[src/design/viterbiDefines.svh]
`ifndef VITERBI_DEFINES_SVH
`define VITERBI_DEFINES_SVH

// Datapath widths
`define VIT_SYM_WIDTH       18
`define VIT_SOFT_WIDTH      3
`define VIT_BER_WIDTH       16

// Mapper scale is a left shift of 0 to 7 bits
`define VIT_SHIFT_WIDTH     3

// SPRT sync test
`define VIT_SPRT_START      64
`define VIT_SPRT_LIMIT      128
`define VIT_SPRT_STEP       8

`endif

[src/design/viterbiPkg.sv]
`include "viterbiDefines.svh"

package viterbiPkg;

    typedef logic signed [`VIT_SYM_WIDTH-1:0]   symSample_t;

    // 0 is a strong one, 7 a strong zero
    typedef logic        [`VIT_SOFT_WIDTH-1:0]  softDec_t;

    typedef logic        [`VIT_BER_WIDTH-1:0]   berCount_t;
    typedef logic signed [`VIT_BER_WIDTH-1:0]   sprtAcc_t;
    typedef logic        [`VIT_SHIFT_WIDTH-1:0] scaleShift_t;

    typedef enum logic [0:0] {
        MODE_BPSK = 1'b0,
        MODE_QPSK = 1'b1
    } demodMode_t;

    // Bit 2 is G2 inversion, bits 1:0 the phase
    // BPSK reads bit 1 as the 180 degree flip and bit 0 as G2-first
    typedef enum logic [2:0] {
        P0       = 3'd0,
        P90      = 3'd1,
        P180     = 3'd2,
        P270     = 3'd3,
        P0_INV   = 3'd4,
        P90_INV  = 3'd5,
        P180_INV = 3'd6,
        P270_INV = 3'd7
    } pairState_t;

endpackage

[src/design/codePairer.sv]
`timescale 1ns/10ps

module codePairer
    import viterbiPkg::*;
(
    input  logic       clk,
    input  logic       reset,
    input  logic       i_symEn,
    input  demodMode_t i_mode,
    input  softDec_t   i_iSoft,
    input  softDec_t   i_qSoft,
    input  logic       i_outOfSync,
    output logic       o_pairEn,
    output softDec_t   o_iG1,
    output softDec_t   o_iG2,
    output softDec_t   o_qG1,
    output softDec_t   o_qG2,
    output pairState_t o_pairState
);

    localparam int SoftWidth = $bits(softDec_t);

    logic       codeToggle;
    logic       stepPending;
    demodMode_t modeQ;
    logic       modeChange;
    logic       stepNow;
    softDec_t   iSoftDly;
    softDec_t   g1Sel;
    softDec_t   g2Sel;
    logic       capture;
    logic       flip;
    logic       g2First;
    logic       g2Inv;

    assign modeChange = (i_mode != modeQ);

    // BPSK may only step on a G1 boundary
    assign stepNow = i_symEn && (i_outOfSync || stepPending) &&
                     ((i_mode == MODE_QPSK) || codeToggle);

    assign g2Inv   = o_pairState[2];
    assign flip    = o_pairState[1];
    assign g2First = o_pairState[0];

    always_comb begin
        if (i_mode == MODE_QPSK) begin
            capture = 1'b1;
            case (o_pairState[1:0])
                2'd0: begin
                    g1Sel = i_iSoft;
                    g2Sel = i_qSoft;
                end
                2'd1: begin
                    g1Sel = i_qSoft;
                    g2Sel = ~i_iSoft;
                end
                2'd2: begin
                    g1Sel = ~i_iSoft;
                    g2Sel = ~i_qSoft;
                end
                default: begin
                    g1Sel = ~i_qSoft;
                    g2Sel = i_iSoft;
                end
            endcase
            g2Sel = g2Sel ^ {SoftWidth{g2Inv}};
        end
        else begin
            // Consecutive I decisions, aligned by the toggle
            capture = g2First ? !codeToggle : codeToggle;
            g1Sel   = iSoftDly ^ {SoftWidth{flip}};
            g2Sel   = i_iSoft ^ {SoftWidth{flip ^ g2Inv}};
        end
    end

    always_ff @(posedge clk) begin
        if (reset) begin
            codeToggle  <= 1'b0;
            o_pairEn    <= 1'b0;
            stepPending <= 1'b0;
            modeQ       <= i_mode;
            o_pairState <= P0;
        end
        else begin
            modeQ    <= i_mode;
            o_pairEn <= i_symEn & codeToggle;

            if (i_mode == MODE_QPSK) begin
                codeToggle <= 1'b1;
            end
            else if (i_symEn) begin
                codeToggle <= ~codeToggle;
            end

            // Out-of-sync pulse is held until a strobe can act on it
            if (modeChange) begin
                o_pairState <= P0;
                stepPending <= 1'b0;
            end
            else if (stepNow) begin
                o_pairState <= pairState_t'(o_pairState + 3'd1);
                stepPending <= 1'b0;
            end
            else if (i_outOfSync) begin
                stepPending <= 1'b1;
            end
        end
    end

    always_ff @(posedge clk) begin
        if (i_symEn) begin
            iSoftDly <= i_iSoft;
        end
        if (i_symEn && capture) begin
            o_iG1 <= g1Sel;
            o_iG2 <= g2Sel;
            if (i_mode == MODE_QPSK) begin
                o_qG1 <= g1Sel;
                o_qG2 <= g2Sel;
            end
            else begin
                o_qG1 <= '0;
                o_qG2 <= '0;
            end
        end
    end

    pairEnSingle: assert property (
        @(posedge clk) disable iff (reset)
        o_pairEn |=> !o_pairEn
    );

    // State moves only on a sync loss or a mode switch
    stateStep: assert property (
        @(posedge clk) disable iff (reset)
        (o_pairState != $past(o_pairState)) |->
            $past(modeChange || (i_symEn && (i_outOfSync || stepPending)))
    );

endmodule

[src/design/softDecisionMapper.sv]
`timescale 1ns/10ps

module softDecisionMapper
    import viterbiPkg::*;
(
    input  logic        clk,
    input  logic        reset,
    input  logic        i_symEn,
    input  symSample_t  i_sym,
    input  scaleShift_t i_scaleShift,
    output softDec_t    o_soft
);

    localparam int SymWidth  = $bits(symSample_t);
    localparam int SoftWidth = $bits(softDec_t);
    localparam int Guard     = (1 << $bits(scaleShift_t)) - 1;
    localparam int WideWidth = SymWidth + Guard;

    logic signed [WideWidth-1:0] shifted;
    logic                        overflow;
    symSample_t                  satSym;
    softDec_t                    topBits;

    // Headroom for the largest shift, so no bit is lost before saturation
    assign shifted = {{Guard{i_sym[SymWidth-1]}}, i_sym} <<< i_scaleShift;

    // Guard bits plus the new sign must all agree
    assign overflow = (shifted[WideWidth-1:SymWidth-1] != {(Guard+1){1'b0}}) &&
                      (shifted[WideWidth-1:SymWidth-1] != {(Guard+1){1'b1}});

    always_comb begin
        if (overflow) begin
            satSym = {shifted[WideWidth-1], {(SymWidth-1){~shifted[WideWidth-1]}}};
        end
        else begin
            satSym = shifted[SymWidth-1:0];
        end
    end

    assign topBits = satSym[SymWidth-1 -: SoftWidth];

    // Positive goes 3 down to 0, negative 4 up to 7
    always_ff @(posedge clk) begin
        if (i_symEn) begin
            o_soft <= {topBits[SoftWidth-1], ~topBits[SoftWidth-2:0]};
        end
    end

    // Decoders and pairer rely on the decision holding between strobes
    softHold: assert property (
        @(posedge clk) disable iff (reset)
        !i_symEn |=> $stable(o_soft)
    );

endmodule

[src/design/sprtSyncDetector.sv]
`timescale 1ns/10ps

`include "viterbiDefines.svh"

module sprtSyncDetector
    import viterbiPkg::*;
(
    input  logic      clk,
    input  logic      reset,
    input  logic      i_berDone,
    input  berCount_t i_berCount,
    output logic      o_inSync,
    output logic      o_outOfSync
);

    localparam sprtAcc_t StartValue  = sprtAcc_t'(`VIT_SPRT_START);
    localparam sprtAcc_t SyncLimit   = sprtAcc_t'(`VIT_SPRT_LIMIT);
    localparam sprtAcc_t Credit      = sprtAcc_t'(`VIT_SPRT_STEP);
    localparam sprtAcc_t CreditLimit = sprtAcc_t'(`VIT_SPRT_LIMIT - `VIT_SPRT_STEP);

    sprtAcc_t                       sprtAcc;
    logic signed [`VIT_BER_WIDTH:0] accExt;
    logic signed [`VIT_BER_WIDTH:0] countExt;

    // One extra bit so the count compares as unsigned
    assign accExt   = {sprtAcc[`VIT_BER_WIDTH-1], sprtAcc};
    assign countExt = {1'b0, i_berCount};

    always_ff @(posedge clk) begin
        if (reset) begin
            sprtAcc     <= StartValue;
            o_inSync    <= 1'b0;
            o_outOfSync <= 1'b0;
        end
        else begin
            o_outOfSync <= 1'b0;
            if (i_berDone) begin
                if (i_berCount == '0) begin
                    // Clean report earns credit
                    if (sprtAcc >= CreditLimit) begin
                        sprtAcc  <= SyncLimit;
                        o_inSync <= 1'b1;
                    end
                    else begin
                        sprtAcc <= sprtAcc + Credit;
                    end
                end
                else if (accExt >= countExt) begin
                    sprtAcc <= sprtAcc - sprtAcc_t'(i_berCount);
                end
                else begin
                    // Ran out of credit, restart and clear the decoders
                    sprtAcc     <= StartValue;
                    o_inSync    <= 1'b0;
                    o_outOfSync <= 1'b1;
                end
            end
        end
    end

    accRange: assert property (
        @(posedge clk) disable iff (reset)
        (sprtAcc >= 0) && (sprtAcc <= SyncLimit)
    );

endmodule

[src/design/viterbiFrontEnd.sv]
`timescale 1ns/10ps

module viterbiFrontEnd
    import viterbiPkg::*;
(
    input  logic        clk,
    input  logic        reset,
    input  logic        i_symEn,
    input  symSample_t  i_iSym,
    input  symSample_t  i_qSym,
    input  scaleShift_t i_scaleShift,
    input  demodMode_t  i_mode,
    input  logic        i_berDone,
    input  berCount_t   i_berCount,
    output logic        o_pairEn,
    output softDec_t    o_iG1,
    output softDec_t    o_iG2,
    output softDec_t    o_qG1,
    output softDec_t    o_qG2,
    output logic        o_inSync,
    output logic        o_outOfSync,
    output pairState_t  o_pairState
);

    softDec_t iSoft;
    softDec_t qSoft;

    softDecisionMapper iMapper (
        .clk          (clk),
        .reset        (reset),
        .i_symEn      (i_symEn),
        .i_sym        (i_iSym),
        .i_scaleShift (i_scaleShift),
        .o_soft       (iSoft)
    );

    softDecisionMapper qMapper (
        .clk          (clk),
        .reset        (reset),
        .i_symEn      (i_symEn),
        .i_sym        (i_qSym),
        .i_scaleShift (i_scaleShift),
        .o_soft       (qSoft)
    );

    codePairer codePairer (
        .clk         (clk),
        .reset       (reset),
        .i_symEn     (i_symEn),
        .i_mode      (i_mode),
        .i_iSoft     (iSoft),
        .i_qSoft     (qSoft),
        .i_outOfSync (o_outOfSync),
        .o_pairEn    (o_pairEn),
        .o_iG1       (o_iG1),
        .o_iG2       (o_iG2),
        .o_qG1       (o_qG1),
        .o_qG2       (o_qG2),
        .o_pairState (o_pairState)
    );

    // Error reports come back from the external decoders
    sprtSyncDetector sprtSyncDetector (
        .clk         (clk),
        .reset       (reset),
        .i_berDone   (i_berDone),
        .i_berCount  (i_berCount),
        .o_inSync    (o_inSync),
        .o_outOfSync (o_outOfSync)
    );

endmodule

[config.mk]
export PLATFORM = sky130hd
export DESIGN_NAME = viterbiFrontEnd
export DESIGN_NICKNAME = d
export VERILOG_FILES = /design/src/design/viterbiPkg.sv /design/src/design/codePairer.sv /design/src/design/softDecisionMapper.sv /design/src/design/sprtSyncDetector.sv /design/src/design/viterbiFrontEnd.sv
export VERILOG_INCLUDE_DIRS = /design/src /design/src/design
export SDC_FILE = /design/constraint.sdc
export NUM_CORES = 1
export LEC_CHECK = 0
export BUFFER_PORTS_ARGS = -buffer_cell sky130_fd_sc_hd__buf_2
export CAP_MARGIN = 20
export CORE_MARGIN = 5
export CORE_UTILIZATION = 57
export CTS_BUF_LIST = sky130_fd_sc_hd__clkbuf_4 sky130_fd_sc_hd__clkbuf_8
export DETAILED_ROUTE_END_ITERATION = 8
export GPL_TIMING_DRIVEN = 0
export PLACE_DENSITY = 0.83
export SYNTH_ARGS = -nofsm -noshare
export SYNTH_HDL_FRONTEND = slang
export SYNTH_SLANG_ARGS = --single-unit
export TNS_END_PERCENT = 20
[constraint.sdc]
create_clock -name clk -period 3.5 [get_ports clk]
set_input_delay 0.7 -clock clk [delete_from_list [all_inputs] [get_ports clk]]
set_output_delay 0.7 -clock clk [all_outputs]
set_load 0.01 [all_outputs]
Word level (Yosys, flattened, before mapping)
Index checks and enable logic that the tools add are counted.

cells by class
  $add $sub $neg = 3
  $lt $le $gt $ge = 2
  eq/ne operators = 7
  shift-type cells = 2
  mux-type cells = 18
  bitwise logic cells = 13
  reductions and logical operators = 17

operator list
  cell                   count
  $sshl 25x3->25         2
  $mux 16                3
  $mux 18                2
  $pmux 3 s3             2
  $ge 16x17->1           1
  $add 16x5->16 const B  1
  $ge 16x8->1 const B    1
  $logic_not 16->1       1
  $ne 8x8->1 const B     2
  $reduce_bool 8->1      2
  $sub 16x16->16         1
  $mux 3                 3
  $xor 3x3->3            3
  $mux 1                 8
  $not 3->3              2
  $reduce_or 3->1        2
  $logic_and 1x1->1      5
  $not 1->1              4
  $not 2->2              2
  $add 3x1->3 const B    1
  $reduce_and 3->1       1
  $eq 2x1->1 const B     1
  $eq 2x2->1 const B     1
  $logic_not 2->1        1
  other kinds (9)        10

word-level totals
  register bits = 46
  word-level logic and storage cells = 77

Longest topological paths before layout
  depth in word-level cells = 5
  depth in mapped cells = 11
  depth with buffers taken out = 11

Modules after synthesis
From an unflattened synthesis, not the netlist that was laid out.

unflattened totals
  cell total of the unflattened synthesis = 488
  area total of the unflattened synthesis = 4444.3 µm²

modules (own cells, without submodules)
  module              times used  cells each  area each (µm²)  sequential area each (µm²)
  sprtSyncDetector    1           262         1989.4           360.3
  codePairer          1           116         1301.2           590.6
  softDecisionMapper  2           55          576.8            90.1

Worst setup path before layout
No wires, ideal clock.

  path type = input-to-reg
  from = input port i_berCount[0]
  to = register sprtSyncDetector.sprtAcc[14]
  setup time = 0.137 ns
  arrival = 2.538 ns
  data required time = 3.363 ns
  path slack = 0.825 ns
  cell stages on the path = 10
  buffers on the path = 0
  cell sequence = ha_1 -> inv_1 -> fa_1 -> a211oi_1 -> nor3_1 -> o31ai_1 -> a21boi_0 -> or3_1 -> a31oi_1 -> nor3_1

between the ends
  cells in the longest elaborated chain, start to end = 3
  elaborated cells between the ends (all ways) = 5
  classes of those cells = add/sub: 1; order compare: 1; mux: 2; reduce/logical: 1

RTL lines
  what                                            line                                            source
  start, declared                                 viterbiFrontEnd.sv:14                           input berCount_t i_berCount,
  $sub 16x16->16 or $ge 16x17->1 (tied branches)  sprtSyncDetector.sv:49, sprtSyncDetector.sv:48
  $mux 16                                         sprtSyncDetector.sv:48                          else if (accExt >= countExt) begin
  $mux 16 (*)                                     sprtSyncDetector.sv:38                          if (i_berCount == '0) begin
  end signal, assigned                            sprtSyncDetector.sv:41                          sprtAcc <= SyncLimit;
  end signal, assigned                            sprtSyncDetector.sv:49                          sprtAcc <= sprtAcc - sprtAcc_t'(i_berCount);
  end signal, assigned                            sprtSyncDetector.sv:53                          sprtAcc <= StartValue;
  end, declared                                   sprtSyncDetector.sv:21                          sprtAcc_t sprtAcc;

Mark *: on every way between the ends. The rest lies on a longest branch, timed or not.
A chain may end at the register's enable or synchronous reset.

Final worst setup path
  from = input port i_berCount[0]
  to = register sprtSyncDetector.sprtAcc[12]

Same word-level chain as after synthesis.

==> flow_metrics.py <==
metrics = {
    "outcome": {
        "outcome": "finished clean",
    },
    "yosys": {
        "synth-edff-count": 21,
        "syn_avg_cell_area_sq_um": 8.72,
        "synth_top_cell_area_share_pct": 16.7,
        "synthTopCellsByArea": "edfxtp_1 17%, dfxtp_1 13%, ha_1 7.3%, nor2_1 4.7%, xnor2_1 4.2%",
        "yosysTopAreaCell": "edfxtp_1",
        "ys_seq_elements": 46,
        "ys_seq_area_share_pct": 29.9,
        "ys_types": 59,
        "syn_inst": 434,
        "synth.cell_area_sq_mm": 0.00378,
        "synth_ff_type": "dfxtp_1",
        "yosysWarnings": 0,
        "syn_nets": 517,
        "synthArstFlopShare_pct": 0,
    },
    "placement": {
        "hpwlAfterDp_um": 7190,
        "dp_slack_ns": 0.375,
        "place_congestion": 0.922,
        "post_dp_cell_area_sq_mm": 0.00418,
        "dp.cells": 570,
        "port_buffers": 58,
    },
    "finish": {
        "synthToLayoutAreaGrowth_pct": 14.1,
        "diodes": 0,
        "final_cells": 578,
        "postLayoutCellArea_sq_mm": 0.00432,
        "final_net_count": 583,
        "final_common_cell": "buf_2",
        "top_register": "sprtSyncDetector.sprtAcc",
        "final_cell_mix": "63 x buf_2, 47 x nor2_1, 31 x o21ai_0",
        "largest_reg_flops": 16,
        "layout-drive-gt1-share_pct": 22.2,
    },
    "power_and_ir_drop": {
        "p_per_area_mw_per_mm2": 337,
        "switching_share_pct": 28.3,
        "max-vdd-ir-drop_mv": 0.378,
        "seq_power_share_pct": 43.3,
        "power_switching_uw": 411,
        "intPower_mw": 1.04,
        "p_comb_share_pct": 24.8,
        "power_mw": 1.45,
        "p_leak_nw": 1.82,
        "clkPwrFrac_pct": 32.0,
    },
    "grt": {
        "grt_pass1_vias": 3307,
        "grt_pass1_wl_um": 15200,
        "grt_usage_pct": 21.4,
        "overflow": 0,
        "antenna_found_initial": 0,
        "grt_max_degree": 16,
    },
    "cts": {
        "cts_hold_buf": 0,
        "ctsRootBufferMaster": "clkbuf_8",
        "htreeDepth": 2,
        "clock_latency_ns": 0.29,
        "cts_resized": 0,
        "cts_buffer_depth": 2,
        "numCtsBuffers": 5,
        "cts.clk_slew.worst_paths_ns": 0.09,
        "cts_sinks": 46,
        "cts_setup_buffers": 0,
        "tritoncts": "yes",
    },
    "detailed_routing": {
        "vias_per_cell": 6.05,
        "postRouteAntennaNets": 0,
        "wirelength_um": 9040,
        "drcViolationCount": 0,
        "drt_first_pass_iters": 5,
        "dr.first_iter.drc_count": 253,
        "drt-wirelength-per-cell_um": 15.6,
        "vias": 3497,
    },
    "timing": {
        "fin_ws_ns": 0.657,
        "worstMarginPinSlew_ns": 0.649,
        "setup_viol": 0,
        "rsz0062_at_grt": "false",
        "max_freq_mhz": 352,
        "fin_crit_ns": 2.84,
        "slew_violations": 0,
        "fin_setup_tns_ns": 0,
        "post-route-period-util_pct": 81.2,
        "max_slew_margin_pct": 56.7,
        "clock_skew_ns": 0.0133,
        "finalHoldViolCount": 0,
    },
    "worst_setup_path": {
        "end_kind": "flop",
        "cp_slowest_stage_delay_ns": 0.42,
        "crit_path_max_fanout": 3,
        "crit_type": "in2reg",
        "path_cells": "buf_2, ha_1, inv_1, fa_1, a211oi_1, nor3_1, nor3_1, o21ai_0, xor2_1, a21oi_1, nor3_2",
        "cp-start-kind": "primary input",
        "cp.required_ns": 3.67,
        "critPathMostFrequentCell": "nor3_1",
        "cp_slowest_cell": "fa_1",
        "worst_ep_arrival_time_ns": 3.01,
    },
    "hold_path": {
        "hold_path.class": "reg2reg",
    },
    "die": {
        "die_h_um": 91.5,
        "dieArea_sq_mm": 0.00837,
        "coreArea_sq_mm": 0.00639,
        "dieWidth_um": 91.5,
        "num_rows": 29,
        "ios": 78,
        "start_util_pct": 59.2,
    },
    "run": {
        "drv_cap": 0,
    },
}
[worst max-delay path: cells and delay by family]
family | cells | cell delay, ns
xor gates and xnor gates | 1 | 0.18
buffers and inverters | 2 | 0.19
AOI/OAI and AO/OA | 3 | 0.74
and+or+nand+nor | 3 | 0.59
adders and majority gates | 2 | 0.61
[power by group through the flow]
stage / combinational (mW) / clock, mW / sequential, mW
2_1_floorplan: 0.246 / 0 / 0.641
3_3_place_gp: 0.340 / 0 / 0.640
3_5_place_dp: 0.354 / 0 / 0.641
4_1_cts: 0.357 / 0.468 / 0.628
5_1_grt: 0.398 / 0.489 / 0.633
6_report: 0.360 / 0.465 / 0.629
[synth_stat cells (all sizes together) (9+ instances only)]
cell type  number
nor2           48
a21oi          32
o21ai          31
inv            30
dfxtp          25
nand2          25
ha             22
edfxtp         21
xnor2          18
xor2           18
mux2i          13
clkbuf         12
nor3           12
a211oi         11
mux2           11
nand3          10
a21o            9
[metrics by stage]
step | hold slack (ns) | utilization, %
after floorplan | 0.459 | -
after global placement | 0.477 | 65.3
after detailed placement | 0.506 | 65.4
after CTS | 0.514 | 67.6
after global routing | 0.518 | 67.6
final | 0.520 | 67.6
[path summary, 6_finish.rpt]
check / startpoint / endpoint / slack (ns) / cells after the start
setup / recovery: i_berCount[0] / sprtSyncDetector.sprtAcc[12] / 0.66 / 11
hold / removal: sprtSyncDetector.sprtAcc[0] / sprtSyncDetector.sprtAcc[0] / 0.52 / 2
setup reg to reg: sprtSyncDetector.sprtAcc[7] / sprtSyncDetector.sprtAcc[1] / 0.83 / 9
hold reg to reg: sprtSyncDetector.sprtAcc[0] / sprtSyncDetector.sprtAcc[0] / 0.52 / 2
[logic make-up after synthesis]
logic type,after synthesis,share of synthesized area (%)
simple gates,126,16.8
compound gates,125,22.7
buf+inv,50,5.32
flops,46,29.9
xor+xnor,36,8.33
mux,28,9.09
fa+ha+maj,23,7.80
[layer usage]
metal,track usage (%),part of all wire [%],vias to the layer above
met5,0,0,-
met4,5.75,1.9,0
met3,3.22,7.6,23
met2,35.9,48,157
met1,28.5,43,1606
li1,-,-,1711
[cell type report]
type	count	area, sq um
buffer	20	88.8
clock buffer	5	68.8
clock inverter	3	68.8
fill	520	2070
inverter	30	113
multi-input combinational	338	2450
sequential	46	1130
tap	77	96.3
timing repair buffer	59	298
Note: power is estimated with default switching activity, not from simulation.
